===== src/shiftUnitPkg.sv =====
//--------------------
// Shift unit definitions
// Datapath width, pipeline sizing, credit type and bit reversal
//--------------------
package shiftUnitPkg;

    //--------------------
    // Sizing

    // Width of one data word
    localparam int DATA_WIDTH = 32;
    // One barrel stage per amount bit
    localparam int STAGE_COUNT = $clog2(DATA_WIDTH);
    // Result slots, also the number of input credits
    // Must cover every word in flight, so 8..15
    localparam int DEFAULT_QUEUE_DEPTH = 8;
    // Credits the consumer grants after reset
    localparam int DEFAULT_OUT_CREDITS = 2;

    //--------------------
    // Types

    // Operand and result word
    typedef logic [DATA_WIDTH-1:0] wordT;
    // Credit or occupancy count, good up to 15
    typedef logic [3:0] creditT;

    // Mirror a word end for end
    // Turns a left shift into a right shift and back again
    function automatic wordT bitReverse(input wordT value);
        wordT result;
        for (int i = 0; i < DATA_WIDTH; i++) begin
            result[i] = value[DATA_WIDTH-1-i];
        end
        return result;
    endfunction

endpackage


===== src/mipsIsaPkg.sv =====
//--------------------
// MIPS I instruction set fields
// Field types, field positions and the R-type shift encodings
//--------------------
package mipsIsaPkg;

    //--------------------
    // Field types

    // Raw instruction word as fetched
    typedef logic [31:0] instrT;
    // Major opcode, top six bits
    typedef logic [5:0] opcodeT;
    // Function field, only meaningful under the special opcode
    typedef logic [5:0] functT;
    // General register index, used for rs, rt and rd
    typedef logic [4:0] regIdxT;
    // Fixed shift amount carried in the instruction
    typedef logic [4:0] shamtT;

    //--------------------
    // Field positions
    // Low bit of each field inside instrT, R-type layout
    // op(31:26) rs(25:21) rt(20:16) rd(15:11) shamt(10:6) funct(5:0)
    localparam int OPCODE_LSB = 26;
    localparam int RS_LSB = 21;
    localparam int RT_LSB = 16;
    localparam int RD_LSB = 11;
    localparam int SHAMT_LSB = 6;
    localparam int FUNCT_LSB = 0;

    //--------------------
    // Encodings

    // All shifts live under the special opcode
    localparam opcodeT SPECIAL_OP = 6'b000000;

    // Fixed-amount shifts, amount from shamt
    localparam functT SLL_FUNC = 6'b000000;
    localparam functT SRL_FUNC = 6'b000010;
    localparam functT SRA_FUNC = 6'b000011;
    // Variable shifts, amount from rs[4:0]
    localparam functT SLLV_FUNC = 6'b000100;
    localparam functT SRLV_FUNC = 6'b000110;
    localparam functT SRAV_FUNC = 6'b000111;

endpackage

===== src/shiftLaneIf.sv =====
//--------------------
// Shift lane
// One in-flight shift between two pipeline registers
//--------------------
`timescale 1ns/1ps

interface shiftLaneIf;
    import mipsIsaPkg::*;
    import shiftUnitPkg::*;

    // Slot holds a live shift
    logic valid;
    // Word being shifted, mirrored for left shifts
    wordT data;
    // Remaining shift amount, one bit per stage
    shamtT amount;
    // Bit copied into vacated top positions
    logic fill;
    // Left shift, word must be mirrored back at the end
    logic reverse;
    // Destination register from rd
    regIdxT dest;

    //--------------------
    // Producer side, decode or a stage output
    modport source (
        output valid, data, amount, fill, reverse, dest
    );

    // Consumer side, a stage input or the queue
    modport sink (
        input valid, data, amount, fill, reverse, dest
    );

endinterface


===== src/shiftUnit.sv =====
//--------------------
// Shift execution unit
// Decode, barrel stage chain and result queue with credit handshakes
//--------------------
`timescale 1ns/1ps

module shiftUnit #(
    parameter int QUEUE_DEPTH = shiftUnitPkg::DEFAULT_QUEUE_DEPTH,
    parameter int OUT_CREDITS = shiftUnitPkg::DEFAULT_OUT_CREDITS
) (
    input  logic                 clk,
    input  logic                 reset,
    // Instruction side
    input  logic                 inValid,
    input  mipsIsaPkg::instrT    instr,
    input  shiftUnitPkg::wordT   rsValue,
    input  shiftUnitPkg::wordT   rtValue,
    // Credits returned this cycle, 0..2
    output logic [1:0]           inCredit,
    // Result side
    input  logic                 outCredit,
    output logic                 outValid,
    output shiftUnitPkg::wordT   outData,
    output mipsIsaPkg::regIdxT   outDest
);
    import shiftUnitPkg::*;

    // Lane 0 from decode, lane STAGE_COUNT into the queue
    shiftLaneIf lanes [STAGE_COUNT+1] ();

    logic dropCredit;
    logic freeCredit;

    //--------------------
    // Decode
    shiftDecode uDecode (
        .clk        (clk),
        .reset      (reset),
        .inValid    (inValid),
        .instr      (instr),
        .rsValue    (rsValue),
        .rtValue    (rtValue),
        .dropCredit (dropCredit),
        .lane       (lanes[0])
    );

    //--------------------
    // Barrel chain
    // Stage i handles amount bit i
    for (genvar i = 0; i < STAGE_COUNT; i++) begin : gStage
        shiftStage #(
            .STAGE_INDEX (i)
        ) uStage (
            .clk      (clk),
            .reset    (reset),
            .upLane   (lanes[i]),
            .downLane (lanes[i+1])
        );
    end

    //--------------------
    // Result queue
    resultQueue #(
        .QUEUE_DEPTH (QUEUE_DEPTH),
        .OUT_CREDITS (OUT_CREDITS)
    ) uQueue (
        .clk        (clk),
        .reset      (reset),
        .lane       (lanes[STAGE_COUNT]),
        .outCredit  (outCredit),
        .outValid   (outValid),
        .outData    (outData),
        .outDest    (outDest),
        .freeCredit (freeCredit)
    );

    // A dropped word and a popped result may free slots in the same cycle
    assign inCredit = {1'b0, dropCredit} + {1'b0, freeCredit};

endmodule


===== src/resultQueue.sv =====
//--------------------
// Result queue
// Restores left shifts, buffers results, releases them against credits
//--------------------
`timescale 1ns/1ps

module resultQueue #(
    parameter int QUEUE_DEPTH = shiftUnitPkg::DEFAULT_QUEUE_DEPTH,
    parameter int OUT_CREDITS = shiftUnitPkg::DEFAULT_OUT_CREDITS
) (
    input  logic                 clk,
    input  logic                 reset,
    shiftLaneIf.sink             lane,
    input  logic                 outCredit,
    output logic                 outValid,
    output shiftUnitPkg::wordT   outData,
    output mipsIsaPkg::regIdxT   outDest,
    output logic                 freeCredit
);
    import mipsIsaPkg::*;
    import shiftUnitPkg::*;

    localparam int PTR_W = $clog2(QUEUE_DEPTH);
    typedef logic [PTR_W-1:0] ptrT;

    // Storage, circular over QUEUE_DEPTH slots
    wordT   memData [QUEUE_DEPTH];
    regIdxT memDest [QUEUE_DEPTH];

    ptrT    wrPtr;
    ptrT    rdPtr;
    creditT fillCount;
    // Credits the consumer has granted and not yet used
    creditT downCredits;
    logic   pop;
    wordT   laneWord;

    // Wrap explicitly, depth need not be a power of two
    function automatic ptrT nextPtr(input ptrT ptr);
        return (ptr == ptrT'(QUEUE_DEPTH - 1)) ? '0 : ptr + 1'b1;
    endfunction

    // Mirror left shifts back to normal bit order
    assign laneWord = lane.reverse ? bitReverse(lane.data) : lane.data;

    // Release one entry when something is held and the consumer has room
    assign pop = (fillCount != '0) && (downCredits != '0);
    // Leaving the queue frees an input slot
    assign freeCredit = pop;

    //--------------------
    // FIFO storage
    always_ff @(posedge clk) begin
        if (lane.valid) begin
            memData[wrPtr] <= laneWord;
            memDest[wrPtr] <= lane.dest;
        end
    end

    //--------------------
    // Pointers, occupancy and downstream credits
    always_ff @(posedge clk) begin
        if (reset) begin
            wrPtr <= '0;
            rdPtr <= '0;
            fillCount <= '0;
            downCredits <= creditT'(OUT_CREDITS);
        end else begin
            if (lane.valid) wrPtr <= nextPtr(wrPtr);
            if (pop) rdPtr <= nextPtr(rdPtr);
            case ({lane.valid, pop})
                2'b10:   fillCount <= fillCount + 1'b1;
                2'b01:   fillCount <= fillCount - 1'b1;
                default: fillCount <= fillCount;
            endcase
            downCredits <= downCredits - creditT'(pop) + creditT'(outCredit);
        end
    end

    //--------------------
    // Output register
    always_ff @(posedge clk) begin
        if (reset) begin
            outValid <= 1'b0;
        end else begin
            outValid <= pop;
        end
    end

    always_ff @(posedge clk) begin
        if (pop) begin
            outData <= memData[rdPtr];
            outDest <= memDest[rdPtr];
        end
    end

    // Input credits bound the words in flight, so a full queue is never written
    assert property (@(posedge clk) disable iff (reset)
        lane.valid |-> fillCount < creditT'(QUEUE_DEPTH))
        else $error("result queue written while full");

    // Consumer may only return credits it was given
    assert property (@(posedge clk) disable iff (reset)
        downCredits <= creditT'(OUT_CREDITS))
        else $error("downstream credit count above OUT_CREDITS");

endmodule


===== src/shiftStage.sv =====
//--------------------
// Barrel shifter stage
// Shifts right by 2**STAGE_INDEX when that amount bit is set
//--------------------
`timescale 1ns/1ps

module shiftStage #(
    parameter int STAGE_INDEX = 0
) (
    input  logic        clk,
    input  logic        reset,
    shiftLaneIf.sink    upLane,
    shiftLaneIf.source  downLane
);
    import shiftUnitPkg::*;

    // Distance this stage moves the word
    localparam int SHIFT = 1 << STAGE_INDEX;

    wordT shifted;

    //--------------------
    // Conditional shift
    // Vacated top bits take the fill bit, zero or sign
    always_comb begin
        if (upLane.amount[STAGE_INDEX]) begin
            shifted = {{SHIFT{upLane.fill}}, upLane.data[DATA_WIDTH-1:SHIFT]};
        end else begin
            shifted = upLane.data;
        end
    end

    //--------------------
    // Pipeline register
    // No stall, a valid word always advances one stage per clock
    always_ff @(posedge clk) begin
        if (reset) begin
            downLane.valid <= 1'b0;
        end else begin
            downLane.valid <= upLane.valid;
        end
    end

    // Payload follows its valid bit
    always_ff @(posedge clk) begin
        downLane.data <= shifted;
        downLane.amount <= upLane.amount;
        downLane.fill <= upLane.fill;
        downLane.reverse <= upLane.reverse;
        downLane.dest <= upLane.dest;
    end

endmodule


===== src/shiftDecode.sv =====
//--------------------
// Shift decode
// Recognises the six shifts and loads lane 0, returns credit for others
//--------------------
`timescale 1ns/1ps

module shiftDecode (
    input  logic                 clk,
    input  logic                 reset,
    input  logic                 inValid,
    input  mipsIsaPkg::instrT    instr,
    input  shiftUnitPkg::wordT   rsValue,
    input  shiftUnitPkg::wordT   rtValue,
    output logic                 dropCredit,
    shiftLaneIf.source           lane
);
    import mipsIsaPkg::*;
    import shiftUnitPkg::*;

    //--------------------
    // Field extraction
    opcodeT opcode;
    functT  funct;
    shamtT  shamtField;
    regIdxT rdField;

    assign opcode = instr[OPCODE_LSB +: $bits(opcodeT)];
    assign funct = instr[FUNCT_LSB +: $bits(functT)];
    assign shamtField = instr[SHAMT_LSB +: $bits(shamtT)];
    assign rdField = instr[RD_LSB +: $bits(regIdxT)];

    // Instruction class flags
    logic isShift;
    logic isVariable;
    logic isArith;
    logic isLeft;

    always_comb begin
        isShift = 1'b0;
        isVariable = 1'b0;
        isArith = 1'b0;
        isLeft = 1'b0;
        if (opcode == SPECIAL_OP) begin
            case (funct)
                SLL_FUNC:  {isShift, isLeft} = 2'b11;
                SRL_FUNC:  isShift = 1'b1;
                SRA_FUNC:  {isShift, isArith} = 2'b11;
                SLLV_FUNC: {isShift, isVariable, isLeft} = 3'b111;
                SRLV_FUNC: {isShift, isVariable} = 2'b11;
                SRAV_FUNC: {isShift, isVariable, isArith} = 3'b111;
                default:   isShift = 1'b0;
            endcase
        end
    end

    //--------------------
    // Operand setup
    shamtT amountSel;
    logic  fillSel;
    wordT  dataSel;

    // Variable forms take the low five bits of rs
    assign amountSel = isVariable ? rsValue[$bits(shamtT)-1:0] : shamtField;
    // Sign fill only for arithmetic right shifts
    assign fillSel = isArith & rtValue[DATA_WIDTH-1];
    // Left shifts run through the right-shift chain mirrored
    assign dataSel = isLeft ? bitReverse(rtValue) : rtValue;

    //--------------------
    // Lane 0 register
    always_ff @(posedge clk) begin
        if (reset) begin
            lane.valid <= 1'b0;
            dropCredit <= 1'b0;
        end else begin
            lane.valid <= inValid & isShift;
            // Non-shift word is consumed here, its credit goes straight back
            dropCredit <= inValid & ~isShift;
        end
    end

    // Payload only loads on an accepted shift
    always_ff @(posedge clk) begin
        if (inValid && isShift) begin
            lane.data <= dataSel;
            lane.amount <= amountSel;
            lane.fill <= fillSel;
            lane.reverse <= isLeft;
            lane.dest <= rdField;
        end
    end

    // Upstream must stay idle while the unit is held in reset
    assert property (@(posedge clk) reset |-> !inValid)
        else $error("inValid asserted during reset");

endmodule


===== config.mk =====
export PLATFORM = sky130hd
export DESIGN_NAME = shiftUnit
export DESIGN_NICKNAME = d
export VERILOG_FILES = /design/src/shiftUnitPkg.sv /design/src/mipsIsaPkg.sv /design/src/shiftLaneIf.sv /design/src/shiftUnit.sv /design/src/resultQueue.sv /design/src/shiftStage.sv /design/src/shiftDecode.sv
export SDC_FILE = /design/constraint.sdc
export NUM_CORES = 1
export LEC_CHECK = 0
export ABC_AREA = 0
export BUFFER_PORTS_ARGS = -buffer_cell sky130_fd_sc_hd__buf_2
export CAP_MARGIN = 25
export CORE_MARGIN = 3
export CORE_UTILIZATION = 60
export CTS_BUF_LIST = sky130_fd_sc_hd__clkbuf_8 sky130_fd_sc_hd__clkbuf_16
export DETAILED_ROUTE_END_ITERATION = 7
export HOLD_SLACK_MARGIN = 0.03
export PLACE_DENSITY = 0.9
export RECOVER_POWER = 50
export SYNTH_ARGS = -nofsm -noshare
export SYNTH_HDL_FRONTEND = slang
export SYNTH_SLANG_ARGS = --single-unit

===== constraint.sdc =====
create_clock -name clk -period 5.45 [get_ports clk]
set_input_delay 0.545 -clock clk [delete_from_list [all_inputs] [get_ports clk]]
set_output_delay 0.545 -clock clk [all_outputs]
set_load 0.03 [all_outputs]

* Yosys cells after proc, flatten, opt, wreduce, memory -nomap -nowiden
Memories as Yosys holds them, arrays and structs flattened. A register that Yosys moved wholly into a read port is not among the register bits.
Index checks and enable logic that the tools add are counted.
** Storage, ports and cells
- Logic and storage cells :: 94
- Flip-flop bits (word level) :: 280
- Output and inout bits :: 40
- Memories :: 2
- Bits in writable memories :: 296
** Operators by class
- Multiplexer cells :: 21
- Eq/ne operators :: 9
- $add $sub $neg :: 7
- Bitwise gates (word level) :: 4
- Reduce and logical (&&, ||, !) cells :: 11
** Memories
- uQueue.memData :: words 8, bits a word 32, rd ports 1, clocked after memory_dff 1, wr ports 1, line resultQueue.sv:27 : wordT memData [QUEUE_DEPTH];
- uQueue.memDest :: words 8, bits a word 5, rd ports 1, clocked after memory_dff 1, wr ports 1, line resultQueue.sv:28 : regIdxT memDest [QUEUE_DEPTH];
** Operators with widths (number)
- 32-bit two-way mux :: 7
- 6-bit by 3-bit equality test with 1-bit output (second input constant) :: 3
- 6-bit by 2-bit equality test with 1-bit output (second input constant) :: 2
- 6-bit zero test :: 2
- 1-bit two-way mux :: 10
- 4-bit case mux with 2 select lines :: 1
- 4-bit nonzero test :: 2
- 3-bit by 1-bit adder with 3-bit output (second input constant) :: 2
- 3-bit equality test (second input constant) :: 2
- 3-bit two-way mux :: 2
- 6-bit OR reduction :: 1
- 5-bit two-way mux :: 1
- 4-bit by 1-bit adder with 4-bit output :: 1
- 4-bit by 1-bit adder with 4-bit output (second input constant) :: 1
- 2-bit OR reduction :: 2
- 4-bit by 1-bit subtractor with 4-bit output :: 1
- 4-bit by 1-bit subtractor with 4-bit output (second input constant) :: 1
- 1-bit AND :: 3
- 3-bit OR reduction :: 1
- 1-bit by 1-bit adder with 2-bit output :: 1
- 2-bit by 1-bit equality test with 1-bit output (second input constant) :: 1
- 2-bit equality test (second input constant) :: 1
- 1-bit logical AND :: 2
- 2-bit nonzero test :: 1
- 1-bit inverter :: 1

* Depth between registers and ports, before layout
- Depth in word-level cells :: 6
- Depth in mapped cells :: 10

* By module
Synthesis repeated with hierarchy kept, for this count alone.
** Unflattened totals
- Cell total of the unflattened synthesis :: 1117
- Area, all modules :: 23005.8 sq um
** By module, submodules not included
- resultQueue :: cells an instance 604, times used 1, area an instance 13686.9 sq um, seq. area each 10299.9 sq um
- shiftStage (gStage[0].uStage ...) :: cells an instance 82, times used 4, area an instance 1451.4 sq um, seq. area each 900.9 sq um
- shiftDecode :: cells an instance 101, times used 1, area an instance 2044.5 sq um, seq. area each 1361.3 sq um
- shiftStage (gStage[4].uStage) :: cells an instance 83, times used 1, area an instance 1456.4 sq um, seq. area each 900.9 sq um
- shiftUnit :: cells an instance 1, times used 1, area an instance 12.5 sq um, seq. area each 0.0 sq um

* Worst setup path before layout
Ideal clock, no wire load.
- Path kind :: reg2reg
- From :: reg uQueue.downCredits[2]
- To :: reg uQueue.fillCount[2]
- Stages on the path, launching flop included :: 11
- Required time :: 5.329 ns
- Slack :: 1.401 ns
- Arrival :: 3.929 ns
- Library setup time :: 0.121 ns
- Clock period less this slack :: 4.049 ns
- Cell sequence :: dfxtp_1 -> inv_1 -> ha_1 -> nor3b_1 -> nor2_1 -> ha_1 -> xor2_1 -> ha_1 -> o21bai_1 -> mux2i_1 -> mux2_2
** Between the ends
- Cells in the longest elaborated chain, start to end :: 4
- Elaborated cells on any way between the ends :: 6
- Those cells by class :: eq/ne: 2; mux: 1; reduce/logical: 3
** RTL lines
- start: declaration :: line resultQueue.sv:34 : creditT downCredits;
- start signal: assignment :: line resultQueue.sv:67 : downCredits <= creditT'(OUT_CREDITS);
- start signal: assignment :: line resultQueue.sv:76 : downCredits <= downCredits - creditT'(pop) + creditT'(outCredit);
- 4-bit nonzero test (*) :: line resultQueue.sv:47 : assign pop = (fillCount != '0) && (downCredits != '0);
- 1-bit logical AND (*) :: line resultQueue.sv:47
- net freeCredit :: line shiftUnit.sv:32 : logic freeCredit;
- 2-bit by 1-bit equality test with 1-bit output or 2-bit equality test (tied branches) :: line resultQueue.sv:71 : case ({lane.valid, pop})
- 4-bit case mux with 2 select lines or 2-bit nonzero test (tied branches)
- end signal: assignment :: line resultQueue.sv:72 : 2'b10: fillCount <= fillCount + 1'b1;
- end signal: assignment :: line resultQueue.sv:73 : 2'b01: fillCount <= fillCount - 1'b1;
- end signal: assignment :: line resultQueue.sv:74 : default: fillCount <= fillCount;
- end: declaration :: line resultQueue.sv:32 : creditT fillCount;
Mark *: on every way through the listed nets, which the timed path passes. The rest lies on a longest branch.
A chain may end at the register's enable or synchronous reset.

* Worst setup path in the final report
- From :: reg uQueue.downCredits[2]
- To :: out inCredit[0]
** Between the ends
- Cells in the longest elaborated chain, start to end :: 3
** RTL lines
- 4-bit nonzero test :: line resultQueue.sv:47
- 1-bit logical AND :: line resultQueue.sv:47
- net freeCredit :: line shiftUnit.sv:32
- 1-bit by 1-bit adder with 2-bit output :: line shiftUnit.sv:78 : assign inCredit = {1'b0, dropCredit} + {1'b0, freeCredit};
- end: declaration :: line shiftUnit.sv:19 : output logic [1:0] inCredit,
The timed path passes the listed nets, and every way through them passes these cells.

==> impl_metrics.env <==
export IMPL_syn_area_per_cell_um2=18.94
export IMPL_cts_buffer_depth=3
export IMPL_cts_tree="yes"
export IMPL_cts_hold_buf=0
export IMPL_ys_warnings_count=0
export IMPL_core_area_um2=34970
export IMPL_min_period_ns=3.203
export IMPL_final_common_cell="edfxtp_1"
export IMPL_final_cell_mix="edfxtp_1 (377), dfxtp_1 (224), mux2_2 (161)"
export IMPL_die_h_um=195.4
export IMPL_critPathLaunchType="flop"
export IMPL_postLayoutCoreUtil_pct=69.90
export IMPL_critical_path_arrival_ns=2.66
export IMPL_start_util_pct=61.54
export IMPL_power_leakage_nw=8.835
export IMPL_cts_buffers=55
export IMPL_cap_violations=3
export IMPL_placed_cells=1658
export IMPL_p_per_area_nw_per_um2=446.3
export IMPL_fillers=1982
export IMPL_synth_cell_types=33
export IMPL_post_cts_setup_buffers=0
export IMPL_drt_first_iter_violations=992
export IMPL_grt_max_degree=45
export IMPL_maxSlewViolCount=101
export IMPL_postCtsResizedCells=0
export IMPL_insertion_delay_ns=0.59
export IMPL_via_per_inst=5.813
export IMPL_fin_cells=1765
export IMPL_fin_crit_sh_pct=58.78
export IMPL_power_total_mw=10.91
export IMPL_vdd_ir_drop_max_mv=0.4237
export IMPL_path_class="reg -> out"
export IMPL_syn_inst=1136
export IMPL_syn_num_nets=1247
export IMPL_grt_use_total_pct=20.91
export IMPL_dieArea_um2=38170
export IMPL_layout_setup_ws_ns=2.247
export IMPL_dr_total_vias=10260
export IMPL_synth_seq_area_share_pct=73.64
export IMPL_crit_path_max_fanout=42
export IMPL_antenna_found_initial=0
export IMPL_drc=0
export IMPL_ios=140
export IMPL_holdCritPathClass="in -> reg"
export IMPL_cts_htree_levels=2
export IMPL_fmax_mhz=312.2
export IMPL_grt_pass1_vias=10860
export IMPL_rsz0062_at_grt="no"
export IMPL_fp_row_count=68
export IMPL_port_buffers=102
export IMPL_wl_um=39590
export IMPL_cts_root_buf="clkbuf_16"
export IMPL_clkTransAtPathRegs_ns=0.06
export IMPL_clock_sinks=603
export IMPL_preCtsSetupSlack_ns=2.643
export IMPL_grt_overflow=0
export IMPL_first_pass_iters=5
export IMPL_fin_skew_ns=0.02110
export IMPL_finalSetupTns_ns=0
export IMPL_ant_nets=0
export IMPL_layout_nets=1374
export IMPL_syn_cell_area_um2=21520
export IMPL_drive_above_1_share_pct=36.64
export IMPL_die_w_um=195.4
export IMPL_area_growth_pct=13.59
export IMPL_status="complete, but fails checks"
export IMPL_cp_data_required_time_ns=4.91
export IMPL_final_hold_violation_count=0
export IMPL_violations="max-capacitance violations, max-slew violations"
export IMPL_wire_per_inst_um=22.43
export IMPL_multi_input_area_um2=5323
export IMPL_seqCellArea_um2=15850
export IMPL_synth_seq_cells=603
export IMPL_diodes=0
export IMPL_max_slew_worst_pin_slew_ns=2.056
export IMPL_finalSetupViolCount=0
export IMPL_slew_headroom_pct=-37.09
export IMPL_critPathCaptureType="output pin"
export IMPL_gp_congestion=0.7678
export IMPL_grt_pass1_wl_um=61940
export IMPL_dpl_hpwl_um=21650
power by group:
group          internal [mW]  total (mW)  switching [mW]
Combinational          0.785        1.79            1.01
Clock                   2.30        3.91            1.61
Sequential              5.09        5.21           0.123
Total                   8.17        10.9            2.74
logic make-up (layout without fill, tap and decap cells):
logic type      Yosys count  after routing  share of synthesized area, %
compound gates           39             39                        0.9594
xor+xnor                  4              4                        0.1628
fa+ha+maj                11             11                        0.6745
buf+inv                  91            265                         1.896
flops                   603            603                         73.64
mux                     319            319                         21.03
simple gates             69             69                         1.640
sequential cells by signal, indices dropped and copies added, names as in the netlist, 10 cells and up:
name                           count
gStage.uStage.downLane.dest       25
uDecode.lane.data                 32
gStage.uStage.downLane.data      160
gStage.uStage.downLane.amount     10
uQueue.memData                   256
uQueue.outData                    32
uQueue.memDest                    40
routing by layer:
metal | global-route usage [%] | vias to the layer above | part of all wire [%]
li1 | - | 4584 | -
met1 | 27.09 | 5177 | 40
met2 | 35.89 | 390 | 51
met3 | 3.295 | 109 | 5.6
met4 | 8.186 | 0 | 3.5
met5 | 0 | - | 0
final timing paths:
check                                                    from  slack, ns                                           to  cells after the start
setup / recovery             uQueue.downCredits[2]$_SDFF_PP0_       2.25                                  inCredit[0]                      7
hold / removal                                      instr[12]       0.13               uDecode.lane.dest[1]$_DFFE_PP_                      1
setup reg to reg             uQueue.downCredits[2]$_SDFF_PP0_       2.66             uQueue.fillCount[2]$_SDFFE_PP0P_                     10
hold reg to reg   gStage[1].uStage.downLane.amount[4]$_DFF_P_       0.33  gStage[2].uStage.downLane.amount[4]$_DFF_P_                      0
Yosys cell counts:
cell type  number  area share [%]
nor2_1         22            0.38
nor2b_1        11            0.32
mux2_4         29             2.0
buf_12          3            0.28
nor3b_1         3            0.10
and2_1          2           0.058
ha_1           10            0.58
fa_1            1           0.093
and3b_1         2           0.081
xor2_1          3            0.12
nand3_1         2           0.047
o2111a_1        1           0.052
mux2i_1         7            0.33
nor4_1          1           0.029
nand2_1        11            0.19
clkbuf_1       35            0.61
a21oi_1         3           0.070
inv_1          38            0.66
o21ai_0        33            0.77
buf_6           1           0.052
nand2b_1        5            0.15
xnor2_1         1           0.041
mux2_2        209              11
buf_2           8            0.19
a21o_1          1           0.035
buf_1           6            0.10
o21bai_1        1           0.035
nor4_2          1           0.058
edfxtp_1      377              53
nor3_1          7            0.16
dfxtp_1       226              21
mux4_2         74             7.7
or3_1           2           0.058
final cells by class:
cell class	instances	area share, %
clock buffers	75	6.895
clock inverters	29	0.8907
inverters	38	0.5836
multi-input cells	442	21.78
flip-flops and latches	603	64.85
well taps	455	2.329
repair buffers	123	2.677
critical path, cell delays in order (launching register included):
cell and delay [ns]:
dfxtp_1 0.30, inv_1 0.09, ha_1 0.17, nor3b_1 0.73, nor2_4 0.03, buf_4 0.33
xor2_1 0.22, buf_2 0.21
through the flow:
| stage | area [um^2] | hold slack [ns] |
|---|---|---|
| 2_1_floorplan | 21520 | 0.3096 |
| 4_1_cts | 24480 | 0.1079 |
| 3_3_place_gp | 22520 | 0.3108 |
| 3_5_place_dp | 22580 | 0.3121 |
| 5_1_grt | 24440 | 0.1250 |
| 6_report | 24440 | 0.1343 |
(Power assumes the default switching activity.)
